==> config.mk <==
export PLATFORM = sky130hd
export DESIGN_NAME = dac_controller
export DESIGN_NICKNAME = d
export VERILOG_FILES = /design/src/design/pid_pkg.sv /design/src/design/dac_controller.sv
export VERILOG_INCLUDE_DIRS = /design/src /design/src/design
export SDC_FILE = /design/constraint.sdc
export NUM_CORES = 1
export LEC_CHECK = 0
export BUFFER_PORTS_ARGS = -buffer_cell sky130_fd_sc_hd__buf_2
export CELL_PAD_IN_SITES_DETAIL_PLACEMENT = 1
export CELL_PAD_IN_SITES_GLOBAL_PLACEMENT = 1
export CORE_UTILIZATION = 53
export CTS_BUF_LIST = sky130_fd_sc_hd__clkbuf_8
export CTS_CLUSTER_DIAMETER = 30
export CTS_CLUSTER_SIZE = 10
export DETAILED_ROUTE_END_ITERATION = 6
export PLACE_DENSITY_LB_ADDON = 0.1
export SYNTH_ARGS = -nofsm -noshare
export SYNTH_HDL_FRONTEND = slang
export SYNTH_SLANG_ARGS = --single-unit
==> constraint.sdc <==
create_clock -name clk50 -period 2.8 [get_ports clk50]
set_clock_uncertainty 0.05 [all_clocks]
set_input_delay 0.14 -clock clk50 [delete_from_list [all_inputs] [get_ports clk50]]
set_output_delay 0.14 -clock clk50 [all_outputs]
set_load 0.03 [all_outputs]
==> src/design/pid_config.svh <==
`ifndef PID_CONFIG_SVH
`define PID_CONFIG_SVH

////////////////////////////////////////
// datapath widths
////////////////////////////////////////
`define PID_W_ADC         18    // adc sample, signed
`define PID_W_COMP        64    // pid / opp computation word
`define PID_W_COEF        16    // p, i, d coefficients, signed
`define PID_W_DAC         16    // dac code, unsigned
`define PID_W_MLT         10    // opp multiplier, unsigned
`define PID_W_SHIFT       6     // opp right shift count
`define PID_W_OSM         3     // oversample mode, 2^osm samples per output

////////////////////////////////////////
// apb register map
////////////////////////////////////////
`define PID_APB_AW        8
`define PID_APB_DW        32
`define PID_REG_CTRL      8'h00 // [0] lock_en, [3:1] osm
`define PID_REG_SETP      8'h04
`define PID_REG_PCOEF     8'h08
`define PID_REG_ICOEF     8'h0C
`define PID_REG_DCOEF     8'h10
`define PID_REG_MULT      8'h14
`define PID_REG_SHIFT     8'h18
`define PID_REG_INIT      8'h1C
`define PID_REG_MIN       8'h20
`define PID_REG_MAX       8'h24
`define PID_REG_OSF       8'h28 // read only, last filtered sample

////////////////////////////////////////
// dac8568 write frame
////////////////////////////////////////
`define PID_DAC_FRAME_W   32
`define PID_DAC_CMD_WRUPD 4'h3  // write input reg n and update dac reg n
`define PID_DAC_ADDR_A    4'h0

`endif
==> src/design/pid_pkg.sv <==
`include "pid_config.svh"

package pid_pkg;

	// datapath words
	typedef logic signed [`PID_W_ADC-1:0]  adc_sample_t;
	typedef logic signed [`PID_W_COMP-1:0] comp_t;      // wraps on overflow
	typedef logic signed [`PID_W_COEF-1:0] coef_t;
	typedef logic        [`PID_W_DAC-1:0]  dac_code_t;

	// apb bus words
	typedef logic [`PID_APB_AW-1:0] apb_addr_t;
	typedef logic [`PID_APB_DW-1:0] apb_data_t;

	// dac8568 input shift register layout, msb goes out first
	typedef struct packed {
		logic [3:0] prefix;   // always zero
		logic [3:0] control;  // command nibble
		logic [3:0] address;  // channel a = 0
		dac_code_t  data;
		logic [3:0] feature;  // unused for plain writes
	} dac_fields_t;

	// same 32 bits seen as a raw word for the shifter
	typedef union packed {
		logic [`PID_DAC_FRAME_W-1:0] raw;
		dac_fields_t                 f;
	} dac_frame_t;

endpackage

==> src/design/dac_controller.sv <==
`timescale 1ns/1ps

`include "pid_config.svh"

module dac_controller (
	input  logic               clk50,
	input  logic               arst_n,
	input  pid_pkg::dac_code_t dac_code,
	input  logic               code_valid,
	output logic               dac_nsync,
	output logic               dac_sclk,
	output logic               dac_din
);
	import pid_pkg::*;

	localparam int N_HALF = 2 * `PID_DAC_FRAME_W;  // sclk half periods per frame
	localparam int W_CNT  = $clog2(N_HALF);
	localparam logic [W_CNT-1:0] CNT_LAST = W_CNT'(N_HALF - 1);

	logic [W_CNT-1:0]            bit_cnt;    // half periods into the frame
	logic [`PID_DAC_FRAME_W-1:0] shreg;
	logic                        pend_valid; // one code waiting behind a frame
	dac_code_t                   pend_code;
	logic                        gap;        // extra nsync high cycle after a frame
	logic                        ready;
	logic                        start;
	dac_code_t                   load_code;
	dac_frame_t                  frame;

	assign ready     = dac_nsync && !gap;
	assign start     = ready && (code_valid || pend_valid);
	assign load_code = code_valid ? dac_code : pend_code;  // newest code wins

	// write and update channel a
	always_comb begin
		frame.f.prefix  = 4'h0;
		frame.f.control = `PID_DAC_CMD_WRUPD;
		frame.f.address = `PID_DAC_ADDR_A;
		frame.f.data    = load_code;
		frame.f.feature = 4'h0;
	end

	////////////////////////////////////////
	// pending code
	////////////////////////////////////////
	always_ff @(posedge clk50 or negedge arst_n) begin
		if (!arst_n)
			pend_valid <= 1'b0;
		else if (code_valid && !ready)
			pend_valid <= 1'b1;
		else if (start)
			pend_valid <= 1'b0;
	end

	always_ff @(posedge clk50)
		if (code_valid && !ready)
			pend_code <= dac_code;

	////////////////////////////////////////
	// serial frame, din moves on sclk rise
	////////////////////////////////////////
	always_ff @(posedge clk50 or negedge arst_n) begin
		if (!arst_n) begin
			dac_nsync <= 1'b1;
			dac_sclk  <= 1'b1;
			dac_din   <= 1'b0;
			bit_cnt   <= '0;
			gap       <= 1'b0;
		end else if (start) begin
			dac_nsync <= 1'b0;
			dac_sclk  <= 1'b1;
			dac_din   <= frame.raw[`PID_DAC_FRAME_W-1];  // msb first
			bit_cnt   <= '0;
		end else if (!dac_nsync) begin
			bit_cnt <= bit_cnt + 1'b1;
			if (bit_cnt == CNT_LAST) begin   // last falling edge done
				dac_nsync <= 1'b1;
				dac_sclk  <= 1'b1;
				dac_din   <= 1'b0;
				gap       <= 1'b1;
			end else begin
				dac_sclk <= ~dac_sclk;
				if (!dac_sclk)
					dac_din <= shreg[`PID_DAC_FRAME_W-2];
			end
		end else begin
			gap <= 1'b0;
		end
	end

	always_ff @(posedge clk50)
		if (start)
			shreg <= frame.raw;
		else if (!dac_nsync && !dac_sclk)
			shreg <= shreg << 1;

endmodule

# Yosys cells after proc, flatten, opt, wreduce, memory -nomap -nowiden
# Index checks and enable logic that the tools add are counted.
word_totals:
  register_bits: 54
  in_bits: 19
  output_inout_bits: 3
  elab_cells: 48
classes:
  add_sub_neg: 1
  eq_ne: 3
  mux: 19
  bitwise: 2
  reduce_logical: 14
op_table:
  columns: ["cell", "n"]
  rows:
  - ["$mux W20", 2]
  - ["$mux W16", 1]
  - ["$mux W1", 14]
  - ["$mux W6", 2]
  - ["$add A6 B1 Y6 const B", 1]
  - ["$eq A6 B6 Y1 const B", 1]
  - ["$reduce_bool A2 Y1", 3]
  - ["$logic_and A1 B1 Y1", 4]
  - ["$logic_not A1 Y1", 4]
  - ["$reduce_and A2 Y1", 2]
  - ["$ne A3 B1 Y1 const B", 1]
  - ["$ne A2 B1 Y1 const B", 1]
  - ["$not A1 Y1", 2]
  - ["$logic_or A1 B1 Y1", 1]

# Logic depth before layout (Yosys ltp)
# Gate-level depths: netlist of run 1.
depth:
  word_depth: 5
  mapped_depth: 6
  mapped_depth_nobuf: 4

# Worst setup path after synthesis of run 1
# Ideal clock, no wire load.
synth_path:
  path_type: "register to register"
  startpoint: "register dac_nsync"
  endpoint: "register shreg[10] (enable)"
  setup_time_ns: 0.372
  t_arrival_ns: 1.436
  t_required_ns: 2.378
  slack_ns: 0.943
  stages_incl_launch_ff: 5
  path_buffers: 1
  period_less_slack_ns: 1.857
  path_cell_list: "dfstp_2 -> and2b_1 -> o21ai_2 -> buf_2 -> nand2_1"
synth_between:
  elab_chain_cells: 3
  word_cells_on_any_way: 5
  classes_between: "5 x reduce/logical"
synth_rtl:
  columns: ["item", "line_no", "source"]
  rows:
  - ["start, declared", "dac_controller.sv:10", "output logic dac_nsync,"]
  - ["start signal, assigned", "dac_controller.sv:64", "dac_nsync <= 1'b1;"]
  - ["start signal, assigned", "dac_controller.sv:70", "dac_nsync <= 1'b0;"]
  - ["start signal, assigned", "dac_controller.sv:77", "dac_nsync <= 1'b1;"]
  - ["$logic_and A1 B1 Y1 or $logic_not A1 Y1 (tied branches)", "dac_controller.sv:30, dac_controller.sv:94", null]
  - ["$logic_and A1 B1 Y1 (on tied branches)", "dac_controller.sv:31, dac_controller.sv:94", null]
  - ["$reduce_bool A2 Y1 (no source line) (*)", null, null]
  - ["end signal, assigned", "dac_controller.sv:93", "shreg <= frame.raw;"]
  - ["end signal, assigned", "dac_controller.sv:95", "shreg <= shreg << 1;"]
  - ["end, declared", "dac_controller.sv:21", "logic [`PID_DAC_FRAME_W-1:0] shreg;"]
# Mark *: on every way between the ends. The rest lies on a longest branch, timed or not.
# A chain may end at the register's enable or synchronous reset.

# Worst setup path in the final report of run 1
layout_path:
  startpoint: "register dac_nsync"
  endpoint: "register pend_code[1] (enable)"
layout_between:
  elab_chain_cells: 3
layout_rtl:
  columns: ["item", "line_no", "source"]
  rows:
  - ["$logic_and A1 B1 Y1", "dac_controller.sv:30", "assign ready = dac_nsync && !gap;"]
  - ["$logic_not A1 Y1", "dac_controller.sv:56", "if (code_valid && !ready)"]
  - ["$logic_and A1 B1 Y1", "dac_controller.sv:56", null]
  - ["end signal, assigned", "dac_controller.sv:57", "pend_code <= dac_code;"]
  - ["end, declared", "dac_controller.sv:23", "dac_code_t pend_code;"]
# Every way passes these cells.

==> results.json, run 1 <==
{
  "cts_tree": "yes",
  "clkTransAtPathRegs_ns": 0.09,
  "grt_util_all_layers": 0.231,
  "grtUsageMet2": 0.375,
  "endpoint_kind": "flop",
  "htreeDepth": 2,
  "die_x_um": 68.0,
  "root_buffer": "clkbuf_8",
  "worst_slew_pin_slew_ns": 0.781,
  "n_antenna_cell": 0,
  "cp.arrival_ns": 1.99,
  "p_sw_frac": 0.337,
  "die_area_sq_mm": 0.00462,
  "syn_inst": 192,
  "p_seq_frac": 0.528,
  "pre_cts_ws_ns": 0.752,
  "fin_crit_ns": 2.08,
  "grt_use_met1": 0.298,
  "r2r_start": "dac_nsync$_DFF_PN1_",
  "dp.cells": 252,
  "overflow": 0,
  "numClockSinks": 54,
  "syn_area_sq_mm": 0.00231,
  "power_frac_clock": 0.191,
  "synthDistinctLibCells": 34,
  "numPortBuffers": 21,
  "cts_buffers": 5,
  "syn_area_per_cell_sq_um": 12.0,
  "switchingPower_mw": 0.898,
  "tns_ns": 0,
  "die_h_um": 68.0,
  "hold_class": "in2async",
  "top_usage_layer": "met2",
  "crit_type": "reg2reg",
  "maxSlewViolCount": 0,
  "ys_ff_latch": 54,
  "power_density_mw_per_mm2": 1000,
  "total_power_mw": 2.67,
  "dpl.hpwl_mm": 3.04,
  "via_count": 1573,
  "ir_worst_vdd_v": 0.000484,
  "start_util": 0.565,
  "status": "complete, no violations",
  "routed_via_density": 5.68,
  "placementRows": 23,
  "yosys_warnings": 0,
  "drc": 0,
  "relSlewSlack": 0.479,
  "hold_violations": 0,
  "p_int_mw": 1.77,
  "layout_commonest_cell": "edfxtp_1",
  "io_pins": 22,
  "min_period_over_period": 0.741,
  "rsz0062_at_grt": "no",
  "p_leak_nw": 1.05,
  "syn_nets": 212,
  "grt_max_degree": 21,
  "ys_seq_area_frac": 0.632,
  "grt_first_pass_wirelength_mm": 7.60,
  "dr.pass1.iters": 5,
  "drtAntennaViolNets": 0,
  "drive_gt1_frac": 0.159,
  "grt_pass1_vias": 1603,
  "setup_viol": 0,
  "syn2layout_area_growth_pct": 15.6,
  "core-area_sq_mm": 0.00409,
  "clockBufferDepth": 2,
  "worstSetupStartpointType": "flop",
  "drt-total-wl_mm": 4.75,
  "n_fill_cell": 427,
  "gp_congestion": 0.748,
  "wl_per_cell_um": 17.2,
  "worstSetupStartpoint": "dac_nsync$_DFF_PN1_",
  "grtUsageMet3": 0.0583,
  "final_cell_mix": "edfxtp_1 (32), nand2_1 (26), o21ai_0 (22), buf_2 (21), dlygate4sd3_1 (17)",
  "maxCapViolCount": 0,
  "final_cells": 277,
  "max_freq_ghz": 0.482,
  "cts_setup_buffers": 0,
  "worstPathRequired_ns": 2.72,
  "pwr-share-comb": 0.281,
  "hold_ws_ns": 0.167,
  "nets": 246,
  "drt-initial-drc-count": 111,
  "setup_ws_ns": 0.724,
  "insertion_delay_ns": 0.30,
  "antenna_found_initial": 0,
  "path_max_fanout": 19
}
power by group through the flow:
stage | sequential [mW] | combinational, mW | clock [mW]
6_report | 1.41 | 0.750 | 0.509
3_5_place_dp | 1.42 | 0.720 | 0
4_1_cts | 1.41 | 0.749 | 0.516
3_3_place_gp | 1.40 | 0.666 | 0
2_1_floorplan | 1.39 | 0.557 | 0
5_1_grt | 1.44 | 0.841 | 0.549
repair_timing:
action	CTS	global route
endpoints found under the hold margin	27	0
resized for setup	0	0
hold buffers	17	0
registers in the layout (all words and copies together) (netlist names):
register and count:
gap 1, bit_cnt 6, shreg 27, pend_code 16, dac_din 1, dac_nsync 1
pend_valid 1, dac_sclk 1
synthesized netlist by cell type, drive strengths merged:
master / count / area, sq um
xnor2: 2 / 17.5
nor2b: 2 / 12.5
o211ai: 4 / 30.0
or3: 1 / 6.26
and2b: 1 / 7.51
nor2: 9 / 48.8
mux2i: 16 / 160
xor2: 1 / 8.76
a21oi: 12 / 60.1
a211oi: 1 / 7.51
clkbuf: 1 / 7.51
ha: 1 / 12.5
edfxtp: 32 / 961
inv: 2 / 7.51
dfxtp: 11 / 220
dfstp: 2 / 52.6
or2: 1 / 6.26
o21ai: 34 / 174
nand2b: 1 / 6.26
buf: 11 / 88.8
nand3b: 1 / 20.0
o221ai: 1 / 8.76
and3: 1 / 6.26
o22ai: 2 / 12.5
dfrtp: 9 / 225
nand2: 26 / 97.6
and2: 2 / 12.5
nand4b: 1 / 8.76
nand3: 4 / 20.0
critical path, stage by stage, from the launching register on:
cell	delay, ns
dfstp_2	0.72
nand2b_1	0.41
and2_1	0.55
routing by layer:
metal / wire length, um / share of wire
met3: 107 / 0.023
met4: 82 / 0.017
met2: 2310 / 0.49
met1: 2250 / 0.47
met5: 0 / 0
metrics by stage:
step,instance area [sq um],utilization
finish,2670,0.652
global route,2670,0.652
CTS,2670,0.652
detailed placement,2390,0.584
global placement,2390,0.584
floorplan,2310,-
path summary, 6_finish.rpt:
check / to / slack [ns] / cells past startpoint
setup reg to reg: pend_code[1]$_DFFE_PP_ / 0.72 / 2
setup / recovery: pend_code[1]$_DFFE_PP_ / 0.72 / 2
min in group clk50: shreg[22]$_SDFFE_PP0P_ / 0.41 / 2
max in group asynchronous: dac_sclk$_DFFE_PN1P_ / 2.27 / 2
hold / removal: bit_cnt[4]$_DFFE_PN0P_ / 0.17 / 2
hold reg to reg: shreg[22]$_SDFFE_PP0P_ / 0.41 / 2
cells by family (layout without fill, tap and decap cells):
logic type      count (synthesis)  count (layout)  share of synthesized area
fa+ha+maj                       1               1                    0.00542
xor+xnor                        3               3                     0.0114
buf+inv                        14              49                     0.0450
flops                          54              54                      0.632
mux                            16              16                     0.0694
simple gates                   50              50                      0.110
compound gates                 54              54                      0.127
area by class of cell:
cell class	count	area, sq um	share of cell area
inverter	2	7.51	0.00282
tap	50	62.6	0.0235
timing repair buffer	39	283	0.106
sequential	54	1460	0.547
clock inverter	3	41.3	0.0155
multi-input combinational	124	744	0.279
clock buffer	5	68.8	0.0258
Power figures use the tool's default switching activity.
==> run 2: changes to the inputs <==
--- a/config.mk
+++ b/config.mk
@@ -9,7 +9,7 @@
 export BUFFER_PORTS_ARGS = -buffer_cell sky130_fd_sc_hd__buf_2
 export CELL_PAD_IN_SITES_DETAIL_PLACEMENT = 1
 export CELL_PAD_IN_SITES_GLOBAL_PLACEMENT = 1
-export CORE_UTILIZATION = 53
+export CORE_UTILIZATION = 44
 export CTS_BUF_LIST = sky130_fd_sc_hd__clkbuf_8
 export CTS_CLUSTER_DIAMETER = 30
 export CTS_CLUSTER_SIZE = 10
==> constraint.sdc (replaced) <==
create_clock -name clk50 -period 1.65 [get_ports clk50]
set_clock_uncertainty 0.05 [all_clocks]
set_input_delay 0.0825 -clock clk50 [delete_from_list [all_inputs] [get_ports clk50]]
set_output_delay 0.0825 -clock clk50 [all_outputs]
set_load 0.03 [all_outputs]
==> results.json, run 2 (same netlist as run 1, synthesis figures left out) <==
{
  "final_cell_mix": "edfxtp_1 (32), nand2_1 (25), o21ai_0 (22), buf_2 (21), dlygate4sd3_1 (17)",
  "insertion_delay_ns": 0.30,
  "hold_violations": 0,
  "largest_reg_flops": 27,
  "maxSlewViolCount": 0,
  "relSlewSlack": 0.696,
  "start_util": 0.473,
  "nets": 253,
  "die_area_sq_mm": 0.00554,
  "path_buf_inv": 0,
  "grt_pass1_vias": 1694,
  "root_buffer": "clkbuf_8",
  "power_density_mw_per_mm2": 1630,
  "p_leak_nw": 1.08,
  "gp_congestion": 0.771,
  "cts_setup_buffers": 0,
  "path_max_fanout": 5,
  "grt_util_all_layers": 0.199,
  "dpl.hpwl_mm": 3.30,
  "worstPathRequired_ns": 1.81,
  "grt_first_pass_wirelength_mm": 8.09,
  "ir_worst_vdd_v": 0.000653,
  "worstSetupStartpointType": "flop",
  "htreeDepth": 2,
  "utilization": 0.558,
  "antenna_found_initial": 0,
  "cts_buffers": 5,
  "endpoint_kind": "flop",
  "wl_per_cell_um": 16.0,
  "via_count": 1571,
  "crit_type": "reg2reg",
  "drt-total-wl_mm": 4.83,
  "syn2layout_area_growth_pct": 18.1,
  "status": "complete, no violations",
  "overflow": 0,
  "layout_commonest_cell": "edfxtp_1",
  "cts_hold_buf": 17,
  "clockBufferDepth": 2,
  "max_freq_ghz": 0.639,
  "clkTransAtPathRegs_ns": 0.09,
  "die_x_um": 74.4,
  "worst_path_max_delay_cell": "dfrtp_1",
  "routed_via_density": 5.22,
  "io_pins": 22,
  "dr.pass1.iters": 4,
  "grt_max_degree": 21,
  "drtAntennaViolNets": 0,
  "drive_gt1_frac": 0.192,
  "cp.arrival_ns": 1.72,
  "maxCapViolCount": 0,
  "worst_slew_pin_slew_ns": 0.454,
  "fin_crit_ns": 1.57,
  "cts_tree": "yes",
  "placementRows": 25,
  "tns_ns": 0,
  "core-area_sq_mm": 0.00488,
  "n_antenna_cell": 0,
  "setup_viol": 0,
  "drc": 0,
  "numPortBuffers": 21,
  "die_h_um": 74.4,
  "cts_resized": 0,
  "crit_family": "compound AO/OA/AOI/OAI gates",
  "largest_registers": "shreg x27, pend_code x16, bit_cnt x6",
  "top_register": "shreg",
  "drt-initial-drc-count": 137,
  "cp_cell_sequence": "ha_1 > and3_1 > a211oi_1 > o21ai_0",
  "hold_class": "in2async",
  "min_period_over_period": 0.949,
  "numClockSinks": 54,
  "rsz0062_at_grt": "no",
  "max_stage_delay_ns": 0.45
}
run 2: cell types whose count changed in the layout (fill, tap and decap cells not counted), sizes merged:
| cell | change |
|---|---|
| bufinv | -1 |
| buf | +7 |
| clkinvlp | -1 |
| clkinv | +2 |
run 2: per-layer routing:
metal	global-route usage	up-vias	wire [um]
met1	0.260	765	2200
met4	0.0734	0	59
met2	0.327	25	2450
met3	0.0407	6	112
met5	0	-	0
li1	-	775	-
run 2: layout make-up:
class	count	area [sq um]
clock inverters	3	17.5
inverters	2	7.51
clock buffers	5	68.8
multi-input cells	124	753
repair buffers	46	335
well taps	67	83.8
fillers	545	2150
flip-flops and latches	54	1460
run 2: final timing paths:
| check | start | end | slack, ns | depth (start not counted) |
|---|---|---|---|---|
| setup reg to reg | bit_cnt[0]$_DFFE_PN0P_ | dac_sclk$_DFFE_PN1P_ | 0.08 | 4 |
| setup / recovery | bit_cnt[0]$_DFFE_PN0P_ | dac_sclk$_DFFE_PN1P_ | 0.08 | 4 |
| hold / removal | arst_n | dac_din$_DFFE_PN0P_ | 0.15 | 2 |
| min in group clk50 | code_valid | pend_valid$_DFFE_PN0P_ | 0.24 | 3 |
| max in group asynchronous | arst_n | dac_sclk$_DFFE_PN1P_ | 1.13 | 2 |
| hold reg to reg | shreg[25]$_SDFFE_PP1P_ | shreg[26]$_SDFFE_PP0P_ | 0.41 | 2 |
run 2: where the power goes:
group	leakage, nW	internal [mW]	switching [mW]
Combinational	0.497	0.530	0.823
Sequential	0.536	2.08	0.281
Clock	0.0493	0.294	0.421
Total	1.08	2.91	1.52
run 2: through the flow:
step / cells / hold slack (ns) / worst slack (ns) / instance area [sq um] / power (mW)
floorplan: 192 / -0.263 / 0.0170 / 2320 / 3.32
global placement: 276 / -0.0909 / 0.208 / 2470 / 3.59
detailed placement: 276 / -0.0848 / 0.102 / 2470 / 3.72
CTS: 301 / 0.134 / 0.0867 / 2730 / 4.48
global route: 301 / 0.143 / 0.0535 / 2730 / 4.75
finish: 301 / 0.145 / 0.0840 / 2730 / 4.43
