===== config.mk =====
export PLATFORM = sky130hd
export DESIGN_NAME = pid_regs_flat
export DESIGN_NICKNAME = d
export VERILOG_FILES = /design/src/design/pid_pkg.sv /design/src/design/pid_cfg_if.sv /design/src/design/pid_regs.sv /design/src/flat_wrapper.sv
export VERILOG_INCLUDE_DIRS = /design/src /design/src/design
export SDC_FILE = /design/constraint.sdc
export NUM_CORES = 1
export LEC_CHECK = 0
export BUFFER_PORTS_ARGS = -buffer_cell sky130_fd_sc_hd__buf_2
export CORE_MARGIN = 2
export CORE_UTILIZATION = 55
export CTS_CLUSTER_SIZE = 24
export DETAILED_ROUTE_END_ITERATION = 8
export GPL_TIMING_DRIVEN = 0
export PLACE_DENSITY = 0.85
export SYNTH_ARGS = -nofsm -noshare
export SYNTH_HDL_FRONTEND = slang
export SYNTH_SLANG_ARGS = --single-unit

===== constraint.sdc =====
create_clock -name clk50 -period 2.79 [get_ports clk50]
set_input_delay 0.1395 -clock clk50 [delete_from_list [all_inputs] [get_ports clk50]]
set_output_delay 0.1395 -clock clk50 [all_outputs]
set_load 0.1 [all_outputs]

===== src/design/pid_config.svh =====
`ifndef PID_CONFIG_SVH
`define PID_CONFIG_SVH

////////////////////////////////////////
// datapath widths
////////////////////////////////////////
`define PID_W_ADC         18    // adc sample, signed
`define PID_W_COMP        64    // pid / opp computation word
`define PID_W_COEF        16    // p, i, d coefficients, signed
`define PID_W_DAC         16    // dac code, unsigned
`define PID_W_MLT         10    // opp multiplier, unsigned
`define PID_W_SHIFT       6     // opp right shift count
`define PID_W_OSM         3     // oversample mode, 2^osm samples per output

////////////////////////////////////////
// apb register map
////////////////////////////////////////
`define PID_APB_AW        8
`define PID_APB_DW        32
`define PID_REG_CTRL      8'h00 // [0] lock_en, [3:1] osm
`define PID_REG_SETP      8'h04
`define PID_REG_PCOEF     8'h08
`define PID_REG_ICOEF     8'h0C
`define PID_REG_DCOEF     8'h10
`define PID_REG_MULT      8'h14
`define PID_REG_SHIFT     8'h18
`define PID_REG_INIT      8'h1C
`define PID_REG_MIN       8'h20
`define PID_REG_MAX       8'h24
`define PID_REG_OSF       8'h28 // read only, last filtered sample

////////////////////////////////////////
// dac8568 write frame
////////////////////////////////////////
`define PID_DAC_FRAME_W   32
`define PID_DAC_CMD_WRUPD 4'h3  // write input reg n and update dac reg n
`define PID_DAC_ADDR_A    4'h0

`endif

===== src/design/pid_pkg.sv =====
`include "pid_config.svh"

package pid_pkg;

	// datapath words
	typedef logic signed [`PID_W_ADC-1:0]  adc_sample_t;
	typedef logic signed [`PID_W_COMP-1:0] comp_t;      // wraps on overflow
	typedef logic signed [`PID_W_COEF-1:0] coef_t;
	typedef logic        [`PID_W_DAC-1:0]  dac_code_t;

	// apb bus words
	typedef logic [`PID_APB_AW-1:0] apb_addr_t;
	typedef logic [`PID_APB_DW-1:0] apb_data_t;

	// dac8568 input shift register layout, msb goes out first
	typedef struct packed {
		logic [3:0] prefix;   // always zero
		logic [3:0] control;  // command nibble
		logic [3:0] address;  // channel a = 0
		dac_code_t  data;
		logic [3:0] feature;  // unused for plain writes
	} dac_fields_t;

	// same 32 bits seen as a raw word for the shifter
	typedef union packed {
		logic [`PID_DAC_FRAME_W-1:0] raw;
		dac_fields_t                 f;
	} dac_frame_t;

endpackage


===== src/design/pid_cfg_if.sv =====
`timescale 1ns/1ps

`include "pid_config.svh"

// live configuration from the register block to the datapath
interface pid_cfg_if;
	import pid_pkg::*;

	logic                    lock_en;   // loop closed when high
	logic [`PID_W_OSM-1:0]   osm;       // oversample mode
	adc_sample_t             setpoint;
	coef_t                   p_coef;
	coef_t                   i_coef;
	coef_t                   d_coef;
	logic [`PID_W_MLT-1:0]   mult;      // opp gain
	logic [`PID_W_SHIFT-1:0] shift;     // opp attenuation
	dac_code_t               init;      // output offset, also the unlocked code
	dac_code_t               min;
	dac_code_t               max;

	modport regs (output lock_en, osm, setpoint, p_coef, i_coef, d_coef,
		mult, shift, init, min, max);

	modport filt (input osm);

	// shared by pid core and output preprocessor
	modport ctrl (input lock_en, setpoint, p_coef, i_coef, d_coef,
		mult, shift, init, min, max);

endinterface


===== src/design/pid_regs.sv =====
`timescale 1ns/1ps

`include "pid_config.svh"

module pid_regs (
	input  logic                 clk50,
	input  logic                 arst_n,
	input  logic                 psel,
	input  logic                 penable,
	input  logic                 pwrite,
	input  pid_pkg::apb_addr_t   paddr,
	input  pid_pkg::apb_data_t   pwdata,
	output pid_pkg::apb_data_t   prdata,
	output logic                 pready,
	output logic                 pslverr,
	input  pid_pkg::adc_sample_t osf_data,
	input  logic                 osf_valid,
	pid_cfg_if.regs              cfg
);
	import pid_pkg::*;

	logic                    lock_en_r;
	logic [`PID_W_OSM-1:0]   osm_r;
	adc_sample_t             setp_r;
	coef_t                   pcoef_r;
	coef_t                   icoef_r;
	coef_t                   dcoef_r;
	logic [`PID_W_MLT-1:0]   mult_r;
	logic [`PID_W_SHIFT-1:0] shift_r;
	dac_code_t               init_r;
	dac_code_t               min_r;
	dac_code_t               max_r;
	adc_sample_t             osf_r;     // readback of last filter output
	logic                    access;    // apb access phase
	logic                    hit;       // address is mapped
	logic                    wr_en;

	////////////////////////////////////////
	// decode and read mux
	////////////////////////////////////////
	assign access  = psel && penable;
	assign pready  = 1'b1;           // no wait states
	assign pslverr = access && (!hit || (pwrite && paddr == `PID_REG_OSF));
	assign wr_en   = access && pwrite && !pslverr;

	always_comb begin
		prdata = '0; // unused bits read as zero
		hit    = 1'b1;
		case (paddr)
			`PID_REG_CTRL: begin
				prdata[0]            = lock_en_r;
				prdata[`PID_W_OSM:1] = osm_r;
			end
			`PID_REG_SETP:  prdata[`PID_W_ADC-1:0]   = setp_r;
			`PID_REG_PCOEF: prdata[`PID_W_COEF-1:0]  = pcoef_r;
			`PID_REG_ICOEF: prdata[`PID_W_COEF-1:0]  = icoef_r;
			`PID_REG_DCOEF: prdata[`PID_W_COEF-1:0]  = dcoef_r;
			`PID_REG_MULT:  prdata[`PID_W_MLT-1:0]   = mult_r;
			`PID_REG_SHIFT: prdata[`PID_W_SHIFT-1:0] = shift_r;
			`PID_REG_INIT:  prdata[`PID_W_DAC-1:0]   = init_r;
			`PID_REG_MIN:   prdata[`PID_W_DAC-1:0]   = min_r;
			`PID_REG_MAX:   prdata[`PID_W_DAC-1:0]   = max_r;
			`PID_REG_OSF:   prdata[`PID_W_ADC-1:0]   = osf_r;
			default:        hit = 1'b0;
		endcase
	end

	////////////////////////////////////////
	// register writes, commit at access edge
	////////////////////////////////////////
	always_ff @(posedge clk50 or negedge arst_n) begin
		if (!arst_n) begin
			lock_en_r <= 1'b0;
			osm_r     <= '0;
			setp_r    <= '0;
			pcoef_r   <= '0;
			icoef_r   <= '0;
			dcoef_r   <= '0;
			mult_r    <= `PID_W_MLT'(1);  // unity gain
			shift_r   <= '0;
			init_r    <= '0;
			min_r     <= '0;
			max_r     <= '1;              // full scale
			osf_r     <= '0;
		end else begin
			if (osf_valid)
				osf_r <= osf_data;
			if (wr_en) begin
				case (paddr)
					`PID_REG_CTRL: begin
						lock_en_r <= pwdata[0];
						osm_r     <= pwdata[`PID_W_OSM:1];
					end
					`PID_REG_SETP:  setp_r  <= pwdata[`PID_W_ADC-1:0];
					`PID_REG_PCOEF: pcoef_r <= pwdata[`PID_W_COEF-1:0];
					`PID_REG_ICOEF: icoef_r <= pwdata[`PID_W_COEF-1:0];
					`PID_REG_DCOEF: dcoef_r <= pwdata[`PID_W_COEF-1:0];
					`PID_REG_MULT:  mult_r  <= pwdata[`PID_W_MLT-1:0];
					`PID_REG_SHIFT: shift_r <= pwdata[`PID_W_SHIFT-1:0];
					`PID_REG_INIT:  init_r  <= pwdata[`PID_W_DAC-1:0];
					`PID_REG_MIN:   min_r   <= pwdata[`PID_W_DAC-1:0];
					`PID_REG_MAX:   max_r   <= pwdata[`PID_W_DAC-1:0];
					default: ;
				endcase
			end
		end
	end

	// live config, seen by the datapath the cycle after a write
	assign cfg.lock_en  = lock_en_r;
	assign cfg.osm      = osm_r;
	assign cfg.setpoint = setp_r;
	assign cfg.p_coef   = pcoef_r;
	assign cfg.i_coef   = icoef_r;
	assign cfg.d_coef   = dcoef_r;
	assign cfg.mult     = mult_r;
	assign cfg.shift    = shift_r;
	assign cfg.init     = init_r;
	assign cfg.min      = min_r;
	assign cfg.max      = max_r;

endmodule


===== src/flat_wrapper.sv =====
// flat-port wrapper written by rule: the top's interface ports become plain ports
module pid_regs_flat import pid_pkg::*;
  (clk50, arst_n, psel, penable, pwrite, paddr, pwdata, prdata, pready, pslverr, osf_data, osf_valid, cfg_lock_en, cfg_osm, cfg_setpoint, cfg_p_coef, cfg_i_coef, cfg_d_coef, cfg_mult, cfg_shift, cfg_init, cfg_min, cfg_max);
  pid_cfg_if cfg_i ();
  input  logic clk50;
  input  logic arst_n;
  input  logic psel;
  input  logic penable;
  input  logic pwrite;
  input  pid_pkg::apb_addr_t paddr;
  input  pid_pkg::apb_data_t pwdata;
  output pid_pkg::apb_data_t prdata;
  output logic pready;
  output logic pslverr;
  input  pid_pkg::adc_sample_t osf_data;
  input  logic osf_valid;
  output wire logic [$bits(cfg_i.lock_en)-1:0] cfg_lock_en;
  output wire logic [$bits(cfg_i.osm)-1:0] cfg_osm;
  output wire logic [$bits(cfg_i.setpoint)-1:0] cfg_setpoint;
  output wire logic [$bits(cfg_i.p_coef)-1:0] cfg_p_coef;
  output wire logic [$bits(cfg_i.i_coef)-1:0] cfg_i_coef;
  output wire logic [$bits(cfg_i.d_coef)-1:0] cfg_d_coef;
  output wire logic [$bits(cfg_i.mult)-1:0] cfg_mult;
  output wire logic [$bits(cfg_i.shift)-1:0] cfg_shift;
  output wire logic [$bits(cfg_i.init)-1:0] cfg_init;
  output wire logic [$bits(cfg_i.min)-1:0] cfg_min;
  output wire logic [$bits(cfg_i.max)-1:0] cfg_max;
  assign cfg_lock_en = cfg_i.lock_en;
  assign cfg_osm = cfg_i.osm;
  assign cfg_setpoint = cfg_i.setpoint;
  assign cfg_p_coef = cfg_i.p_coef;
  assign cfg_i_coef = cfg_i.i_coef;
  assign cfg_d_coef = cfg_i.d_coef;
  assign cfg_mult = cfg_i.mult;
  assign cfg_shift = cfg_i.shift;
  assign cfg_init = cfg_i.init;
  assign cfg_min = cfg_i.min;
  assign cfg_max = cfg_i.max;
  pid_regs u_core (.clk50(clk50), .arst_n(arst_n), .psel(psel), .penable(penable), .pwrite(pwrite), .paddr(paddr), .pwdata(pwdata), .prdata(prdata), .pready(pready), .pslverr(pslverr), .osf_data(osf_data), .osf_valid(osf_valid), .cfg(cfg_i));
endmodule

## Word-level counts from Yosys, hierarchy flattened

Index checks and enable logic that the tools add are counted.

- Register bits: 152
- Input bits: 64
- Output and inout bits: 168
- Logic and storage cells: 48

- Equal/unequal tests: 10
- Muxes and demuxes: 6
- Reduce and logical (&&, ||, !) cells: 20

Operators by type and width:

| cell | count |
|---|---|
| 6-bit one-hot mux with 8 select lines | 1 |
| 4-bit one-hot mux with 11 select lines | 1 |
| 4-bit one-hot mux with 9 select lines | 1 |
| 8-bit by 5-bit == test with 1-bit output, second input constant | 4 |
| 8-bit by 6-bit == test with 1-bit output, second input constant | 3 |
| 2-bit one-hot mux with 10 select lines | 1 |
| 2-bit AND reduction | 10 |
| 8-bit by 4-bit == test with 1-bit output, second input constant | 2 |
| 11-bit OR reduction | 1 |
| 8-bit by 3-bit == test with 1-bit output, second input constant | 1 |
| 8-bit logical NOT | 1 |
| 1-bit logical AND | 5 |
| 2-bit one-hot mux with 2 select lines | 1 |
| 1-bit logical NOT | 2 |
| 1-bit logical OR | 1 |
| 1-bit two-way mux | 1 |

## Logic depth before layout (Yosys ltp)

Gate-level depths: netlist (run 1).

- Depth in word-level cells: 9
- Mapped depth: 8
- Depth with buffers taken out: 4

## Worst setup path before layout (run 1)

OpenSTA, ideal clock, no wires.

- Kind: reg2out
- From: reg u_core.min_r[4], in the netlist u_core.cfg.min[4]
- To: out prdata[4]
- Data arrival time: 4.362 ns
- Data required time: 2.651 ns
- Setup slack: -1.712 ns
- Stages on the path, launching flop included: 4
- Path buffers: 0
- Cells stage by stage: dfrtp_1 > a221oi_1 > a21o_1 > o41ai_1

- Longest elaborated chain between the ends: 1

RTL lines:

| what | RTL line | source |
|---|---|---|
| start: declaration | pid_regs.sv:31 | `dac_code_t min_r;` |
| start signal: assignment | pid_regs.sv:101 | `` `PID_REG_MIN: min_r <= pwdata[`PID_W_DAC-1:0]; `` |
| 2-bit one-hot mux with 10 select lines | pid_regs.sv:49 | `case (paddr)` |
| end: declaration | flat_wrapper.sv:12 | `output pid_pkg::apb_data_t prdata;` |

No other way between the ends.

## Final worst setup path (run 1)

- From: in paddr[4]
- To: out prdata[14]

- Longest elaborated chain between the ends: 2
- Elaborated cells on any way between the ends: 9
- Classes of those cells: 8 x eq/ne; 1 x mux

RTL lines:

| what | RTL line | source |
|---|---|---|
| start: declaration | flat_wrapper.sv:10 | `input pid_pkg::apb_addr_t paddr;` |
| 8-bit by 6-bit == test with 1-bit output (tied with other cells) | pid_regs.sv:49 |  |
| 6-bit one-hot mux with 8 select lines * | pid_regs.sv:49 |  |

Mark *: on every way between the ends. The rest lies on a longest branch, timed or not.

==> impl_metrics.json, run 1 <==
{
  "grt_usage_pct": 34.4,
  "synth_area_leaders": "dfrtp_1 (44%), mux2_2 (21%), dfstp_2 (5.9%)",
  "hpwl_um": 17600,
  "place_area_um2": 8910,
  "fp.dieH_um": 122,
  "fmax_ghz": 0.359,
  "antenna_found_initial": 0,
  "yosys_warnings": 0,
  "yosysTopAreaCell": "dfrtp_1",
  "numClockSinks": 152,
  "fill_cells": 867,
  "grt_start_max_net_pins": 99,
  "p_clk_share_pct": 46.1,
  "avgSynthCellArea_um2": 13.1,
  "cellPowerDensity_nw_per_um2": 520,
  "r2r_cells": 1,
  "route.detailed.drc": 0,
  "cts_tree": "built",
  "fp.dieW_um": 122,
  "end_kind": "output port",
  "io_buffers": 194,
  "drt-initial-drc-count": 723,
  "vias": 6481,
  "finalSetupViolCount": 0,
  "period_needed_ns": 2.79,
  "ys_seq_area_share_pct": 50.4,
  "clk_latency_ns": 0.42,
  "synth_area_um2": 7600,
  "final_nets": 892,
  "dr.pass1.iters": 5,
  "worst_pin_slew_ns": 0.896,
  "num_rows": 42,
  "crit_type": "in -> out",
  "synth_seq_cells": 152,
  "clockBufferDepth": 2,
  "regToRegEndpoint": "u_core.cfg.init[9]",
  "postRouteAntennaNets": 0,
  "power.internal_mw": 3.82,
  "synth_edf_count": 0,
  "ir_drop_uv": 397,
  "cp_max_fo": 10,
  "worstReg2RegStart": "u_core.cfg.init[9]",
  "power_leakage_nw": 5.06,
  "synth_top_area_share_pct": 44.5,
  "grt_pass1_wl_um": 37100,
  "syn_inst": 580,
  "pwr-share-seq_pct": 44.5,
  "grt_pass1_vias": 6503,
  "p_sw_mw": 1.25,
  "cts_made_buffers": 17,
  "core_um2": 13300,
  "crit_path_start": "paddr[4]",
  "min_path_type": "in -> reg",
  "relSlewSlack_pct": 40.3,
  "initial_core_util_pct": 56.9,
  "synth_common_cells": "mux2_2 (139), dfrtp_1 (135), buf_4 (21), mux2i_1 (21), clkbuf_1 (18)",
  "regArea_um2": 3830,
  "ys_types": 60,
  "finalHoldViolCount": 0,
  "post-route-util_pct": 72.9,
  "switching_share_pct": 24.6,
  "diodes": 0,
  "syn_to_final_growth_pct": 28.1,
  "ys.flop_type": "dfrtp_1",
  "path_clk_slew_ns": 0.06,
  "power_frac_comb_pct": 9.3,
  "async_flop_share_pct": 100,
  "cp-endpoint": "prdata[14]",
  "synth_most_common_cell": "mux2_2",
  "overflow": 0,
  "max-cap-violations": 0,
  "wl_um": 25300,
  "status": "completed",
  "htree_levels": 4,
  "layout-drive-gt1-share_pct": 54.6,
  "root_buffer": "clkbuf_16",
  "design_area_um2": 9730,
  "startpoint_type": "primary input",
  "maxSlewViolCount": 0,
  "ios": 232,
  "reg2reg_slack_ns": 1.96,
  "multi_input_area_um2": 3500,
  "vias_per_cell": 6.37,
  "routabilityCongestion": 0.956,
  "arrival_ns": 2.65,
  "finalClockSkew_ns": 0,
  "timing.final.crit_share_pct": 100,
  "wl_per_cell_um": 24.9,
  "worstPathRequired_ns": 2.65,
  "die_area_um2": 14800
}
==> placed cells by master, fill, tap and decap left out, types with 16 or more instances in the layout <==
cell type	instances
mux2i_1	21
buf_4	21
dfstp_2	17
clkbuf_1	20
dfrtp_1	129
mux2_2	139
buf_2	203
dlygate4sd3_1	21
a22oi_1	16
clkbuf_16	17
==> logic make-up after synthesis <==
group           count (synthesis)  synth area share (%)
compound gates                 81                  8.43
buf+inv                        64                  4.79
mux                           184                  27.6
flops                         152                  50.4
other cells                     2                0.0989
simple gates                   97                  8.75
==> flip-flops by register name, indices dropped and copies added, names as in the netlist <==
name                 count
u_core.cfg.min          16
u_core.osf_r            18
u_core.cfg.setpoint     18
u_core.cfg.lock_en       1
u_core.cfg.mult         10
u_core.cfg.p_coef       16
u_core.cfg.d_coef       16
u_core.cfg.shift         6
u_core.cfg.osm           3
u_core.cfg.max          16
u_core.cfg.i_coef       16
u_core.cfg.init         16
==> per-layer routing <==
layer	vias to the layer above	wire length (µm)	part of all wire, %	track usage [%]
met5	-	0	0	0
met4	0	1330	5.2	20.4
met3	118	2790	11	9.35
met2	503	11800	47	53.3
met1	3206	9380	37	43.5
li1	2654	-	-	-
==> how the worst min path moves through the flow <==
| stage | from | slack, ns | cells past startpoint | endpoint |
|---|---|---|---|---|
| final | pwdata[14] | 0.02 | 2 | u_core.cfg.i_coef[14] |
| after detailed placement | arst_n | 0.13 | 1 | u_core.cfg.d_coef[1] |
| after global routing | pwdata[13] | 0.03 | 2 | u_core.cfg.i_coef[13] |
| after CTS | pwdata[14] | 0.02 | 2 | u_core.cfg.i_coef[14] |
| after global placement | pwdata[16] | 0.36 | 2 | u_core.cfg.setpoint[16] |
| after floorplan | arst_n | -0.16 | 0 | u_core.cfg.d_coef[0] |
==> worst max-delay path, stage by stage <==
cell,delay [ns]
buf_2,0.12
buf_4,0.18
nor4b_1,0.45
clkbuf_1,0.54
nand2_1,0.12
mux4_2,0.48
a21oi_2,0.16
buf_2,0.45
==> cell type report <==
type                       instances  share of cell area (%)
buffer                            60                    3.65
clock buffer                      23                    4.81
clock inverter                     9                    1.29
inverter                           4                   0.154
multi-input combinational        377                    35.9
sequential                       152                    39.4
tap                              176                    2.26
timing repair buffer             216                    12.5
==> stage by stage <==
stage               setup TNS (ns)  hold slack [ns]  instances  total power, mW  setup slack, ns
floorplan                        0           -0.156        593             2.56         0.000426
detailed placement         -0.0648            0.125        964             2.73          -0.0375
CTS                              0           0.0179       1017             5.06            0.100
global route              -0.00705           0.0287       1017             5.20         -0.00705
global placement            -59.22            0.363        963             2.71           -0.705
finish                           0           0.0210       1017             5.06          0.00128
==> power by group through the flow <==
stage	Combinational [mW]	Clock, mW	Sequential [mW]
floorplan	0.256	0	2.31
global route	0.494	2.45	2.26
finish	0.473	2.33	2.26
CTS	0.464	2.34	2.25
detailed placement	0.438	0	2.29
global placement	0.423	0	2.29
==> timing repair <==
item                       in CTS  in global routing
resized for setup               3                  2
pin swaps                       0                  0
setup endpoints to repair       3                  3
hold buffers                   21                  0
buffers inserted                0                  0
hold endpoints to repair       69                  0
Note: power is estimated with default switching activity, not from simulation.
==> run 2: changes to the inputs <==
--- a/config.mk
+++ b/config.mk
@@ -6,13 +6,14 @@
 export SDC_FILE = /design/constraint.sdc
 export NUM_CORES = 1
 export LEC_CHECK = 0
-export BUFFER_PORTS_ARGS = -buffer_cell sky130_fd_sc_hd__buf_2
 export CORE_MARGIN = 2
 export CORE_UTILIZATION = 55
+export CTS_BUF_LIST = sky130_fd_sc_hd__clkbuf_8 sky130_fd_sc_hd__clkbuf_16
 export CTS_CLUSTER_SIZE = 24
 export DETAILED_ROUTE_END_ITERATION = 8
+export DONT_BUFFER_PORTS = 1
 export GPL_TIMING_DRIVEN = 0
-export PLACE_DENSITY = 0.85
+export PLACE_DENSITY = 0.7
 export SYNTH_ARGS = -nofsm -noshare
 export SYNTH_HDL_FRONTEND = slang
 export SYNTH_SLANG_ARGS = --single-unit
==> run 2 against run 1 <==
Compared with the run above: total power increased by 3.3%; non-clock buffer count fell by 180; global-route usage fell by 1.0 points; first-iteration DRC count decreased by 38%; worst setup slack better by 0.041 ns; cell area shrank 6.3%; count of clock-buffer cells in the layout decreased by 2; combinational power fell by 19%; the flow now finishes with violations (negative hold slack).
==> impl_metrics.json, run 2 (same netlist as run 1, synthesis figures left out) <==
{
  "regToRegEndpoint": "u_core.cfg.mult[6]",
  "grt_pass1_wl_um": 35400,
  "syn_to_final_growth_pct": 20.1,
  "num_rows": 42,
  "clk_latency_ns": 0.43,
  "maxSlewViolCount": 0,
  "crit_type": "reg -> out",
  "cp_max_fo": 3,
  "reg2reg_slack_ns": 1.42,
  "multi_input_area_um2": 3560,
  "routabilityCongestion": 0.952,
  "die_area_um2": 14800,
  "period_needed_ns": 2.75,
  "htree_levels": 4,
  "finalClockSkew_ns": 0,
  "final_nets": 712,
  "diodes": 0,
  "relSlewSlack_pct": 5.05,
  "regArea_um2": 3870,
  "vias_per_cell": 6.64,
  "numClockSinks": 152,
  "cellPowerDensity_nw_per_um2": 573,
  "fp.dieW_um": 122,
  "rsz0062_at_grt": "no",
  "r2r_cells": 1,
  "dr.pass1.iters": 5,
  "initial_core_util_pct": 56.9,
  "ios": 232,
  "place_ws_ns": -0.357,
  "violations": "negative hold slack",
  "fill_cells": 998,
  "wl_per_cell_um": 29.2,
  "min_path_type": "in -> async",
  "holdWs_ns": -0.598,
  "fmax_ghz": 0.364,
  "grt_pass1_vias": 5654,
  "status": "finished with violations",
  "startpoint_type": "flip-flop",
  "layout_common_cells": "mux2_2 (139), dfrtp_1 (103), dlygate4sd3_1 (32), dfrtp_2 (29)",
  "clockBufferDepth": 2,
  "timing.final.crit_share_pct": 98.5,
  "hpwl_um": 16800,
  "arrival_ns": 2.61,
  "finalHoldViolCount": 152,
  "antenna_found_initial": 0,
  "layout-drive-gt1-share_pct": 46.4,
  "fin_ws_ns": 0.0427,
  "overflow": 0,
  "wl_um": 24400,
  "ctsHoldBuffers": 32,
  "fp.dieH_um": 122,
  "grt_start_max_net_pins": 153,
  "grt_usage_pct": 33.4,
  "drt-initial-drc-count": 445,
  "cts_tree": "built",
  "worstReg2RegStart": "u_core.cfg.mult[6]",
  "ir_drop_uv": 448,
  "path_clk_slew_ns": 0.06,
  "power_leakage_nw": 4.15,
  "cts_made_buffers": 17,
  "root_buffer": "clkbuf_16",
  "end_kind": "output port",
  "core_um2": 13300,
  "io_buffers": 0,
  "route.detailed.drc": 0,
  "final_common_cell": "mux2_2",
  "vias": 5560,
  "worstPathRequired_ns": 2.65,
  "finalSetupViolCount": 0,
  "postRouteAntennaNets": 0,
  "worst_pin_slew_ns": 1.42,
  "max-cap-violations": 0
}
## run 2: repair_timing
action | 4_1_cts | 5_1_grt
setup buffers | 0 | 0
resized for setup | 36 | 19
pin swaps | 2 | 2
endpoints found under the hold margin | 264 | 152
setup endpoints to repair | 12 | 7
## run 2: cell type report
class,instances,share of cell area [%]
sequential,152,42.5
multi-input combinational,377,39.0
clock buffer,21,5.27
timing repair buffer,36,4.72
buffer,60,4.01
tap,176,2.41
clock inverter,11,1.96
inverter,4,0.165
## run 2: critical path: stages (launching register included)
cell	delay [ns]
dfrtp_1	0.95
mux2i_1	0.22
nor4_1	0.26
a211o_1	0.74
## run 2: worst max-delay path by stage
stage	startpoint	to	slack (ns)	cells after the start
finish	u_core.cfg.init[15]	prdata[15]	0.04	3
floorplan	paddr[2]	prdata[3]	0.0004	6
global route	u_core.cfg.p_coef[0]	prdata[0]	0.007	4
detailed placement	paddr[2]	prdata[1]	-0.36	6
CTS	paddr[2]	prdata[1]	-0.02	6
global placement	paddr[2]	prdata[7]	-0.68	6
## run 2: stage by stage
step	total power [mW]	cells	TNS, ns	instance area (µm²)	util (%)
2_1_floorplan	2.56	593	0	7690	-
3_3_place_gp	2.63	769	-4.06	7910	59.2
3_5_place_dp	2.63	773	-1.92	8020	60.1
4_1_cts	5.22	837	-0.0153	9090	68.1
5_1_grt	5.34	837	0	9120	68.3
6_report	5.23	837	0	9120	68.3
## run 2: per-layer routing
| layer | routed length [µm] | up-vias | GRT usage (%) |
|---|---|---|---|
| met1 | 9380 | 2828 | 41.3 |
| met3 | 2730 | 71 | 13.2 |
| met4 | 928 | 0 | 13.8 |
| met5 | 0 | - | 0 |
| li1 | - | 2294 | - |
| met2 | 11400 | 367 | 52.6 |
## run 2: power by group
group	leakage [nW]	switching (mW)	total, mW	internal (mW)
clock	0.338	0.899	2.57	1.67
sequential	1.97	0.0414	2.28	2.24
combinational	1.85	0.264	0.384	0.120
total	4.15	1.20	5.23	4.02
==> run 3: changes to the inputs <==
--- a/config.mk
+++ b/config.mk
@@ -6,6 +6,7 @@
 export SDC_FILE = /design/constraint.sdc
 export NUM_CORES = 1
 export LEC_CHECK = 0
+export CORE_ASPECT_RATIO = 0.8
 export CORE_MARGIN = 2
 export CORE_UTILIZATION = 55
 export CTS_BUF_LIST = sky130_fd_sc_hd__clkbuf_8 sky130_fd_sc_hd__clkbuf_16
==> run 3 against run 2 <==
Compared with the run above: clock skew is the same; fmax down 3.2%; clock power fell by 17%; the flow finishes with violations (negative hold slack, negative setup slack); combinational power rose by 2%; register-to-register slack barely moved; global-route usage grew 1.5 points; total power decreased by 8.2%; cell count up 0.48%; sequential share of layout area rose by 0.48 points; non-clock buffer count unchanged; largest cell class unchanged.
==> impl_metrics.json, run 3 (same netlist as run 1, synthesis figures left out) <==
{
  "status": "finished with violations",
  "violations": "negative hold slack, negative setup slack",
  "path_clk_slew_ns": 0.07,
  "maxSlewViolCount": 0,
  "power_leakage_nw": 4.10,
  "core_um2": 13500,
  "startpoint_type": "primary input",
  "diodes": 0,
  "numClockSinks": 152,
  "antenna_found_initial": 0,
  "routabilityCongestion": 0.875,
  "fill_cells": 1016,
  "num_rows": 38,
  "relSlewSlack_pct": 4.86,
  "finalSetupViolCount": 1,
  "cts_tree": "built",
  "cp_max_fo": 10,
  "overflow": 0,
  "multi_input_area_um2": 3560,
  "wl_um": 25300,
  "grt_pass1_wl_um": 36700,
  "path_cells": "buf_4 -> nor4_1 -> clkbuf_1 -> nand2_1 -> mux4_2 -> a21oi_4",
  "cts_made_buffers": 17,
  "vias": 5603,
  "clockBufferDepth": 2,
  "final_common_cell": "mux2_2",
  "fmax_ghz": 0.352,
  "cp_slowest_cell": "clkbuf_1",
  "min_path_type": "in -> async",
  "ir_drop_uv": 429,
  "period_needed_ns": 2.84,
  "design_area_um2": 9000,
  "max_stage_delay_ns": 0.62,
  "layout_common_cells": "mux2_2 (139), dfrtp_1 (109), dlygate4sd3_1 (32), dfrtp_2 (23), buf_4 (22)",
  "htree_levels": 4,
  "worst_pin_slew_ns": 1.42,
  "grt_start_max_net_pins": 153,
  "timing.final.crit_share_pct": 102,
  "arrival_ns": 2.70,
  "holdWs_ns": -0.597,
  "ctsHoldBuffers": 32,
  "finalHoldViolCount": 152,
  "root_buffer": "clkbuf_16",
  "initial_core_util_pct": 56.3,
  "vias_per_cell": 6.66,
  "ios": 232,
  "postRouteAntennaNets": 0,
  "die_area_um2": 14800,
  "hpwl_um": 17300,
  "wl_per_cell_um": 30.0,
  "place_ws_ns": -0.457,
  "grt_usage_pct": 34.9,
  "p_total_mw": 4.80,
  "fp.dieH_um": 109,
  "rsz0062_at_grt": "yes",
  "dr.pass1.iters": 5,
  "layout-drive-gt1-share_pct": 45.5,
  "end_kind": "output port",
  "grt_pass1_vias": 5835,
  "max-cap-violations": 0,
  "syn_to_final_growth_pct": 18.5,
  "route.detailed.drc": 0,
  "worstPathRequired_ns": 2.65,
  "drt-initial-drc-count": 543,
  "clk_latency_ns": 0.43,
  "fp.dieW_um": 135,
  "finalClockSkew_ns": 0,
  "crit_type": "in -> out",
  "regArea_um2": 3860,
  "fin_ws_ns": -0.0495,
  "place_area_um2": 8020,
  "final_nets": 712,
  "io_buffers": 0,
  "cellPowerDensity_nw_per_um2": 533
}
-- run 3: final timing paths --
kind                                       from                   end  slack [ns]  cells after the start
max                                    paddr[4]            prdata[14]       -0.05                      6
min                                      arst_n  u_core.cfg.p_coef[1]       -0.60                      0
max reg2reg                u_core.cfg.i_coef[9]  u_core.cfg.i_coef[9]        1.43                      1
min reg2reg                    u_core.osf_r[16]      u_core.osf_r[16]        0.52                      1
max in group asynchronous                arst_n     u_core.cfg.max[6]        3.13                      0
min in group clk50                    pwdata[0]     u_core.cfg.max[0]        0.22                      2
-- run 3: repair_timing --
action	CTS	global route
setup endpoints to repair	16	6
gates cloned	0	0
pin swaps	2	2
buffers inserted	0	0
endpoints found under the hold margin	264	152
resized for setup	41	9
-- run 3: through the flow --
step | utilization [%] | instances | TNS (ns)
after floorplan | - | 593 | 0
after global placement | 58.6 | 773 | -4.81
after detailed placement | 59.4 | 777 | -2.76
after CTS | 66.5 | 841 | 0
after global routing | 66.7 | 841 | -0.0337
final | 66.7 | 841 | -0.0495
-- run 3: metal layers --
layer	global-route usage, %	part of all wire (%)	vias up
li1	-	-	2301
met1	44.7	40	2860
met2	52.9	45	373
met3	12.5	12	69
met4	17.3	3.4	0
met5	0	0	-
-- run 3: final cells by class --
cell class | instances | area share [%]
sequential | 152 | 42.9
multi-input combinational | 377 | 39.6
clock buffer | 18 | 4.88
timing repair buffer | 36 | 4.78
buffer | 60 | 4.05
tap | 180 | 2.50
clock inverter | 14 | 1.11
inverter | 4 | 0.167
-- run 3: worst max-delay path: cells and delay by family --
family	cells	cell delay [ns]
buffers and inverters	2	0.77
multiplexers	1	0.52
AO/OA/AOI/OAI	1	0.62
AND/OR/NAND/NOR	2	0.64
-- run 3: power breakdown --
part	internal [mW]	switching [mW]
logic	0.121	0.271
registers	2.23	0.0406
clock network	1.23	0.908
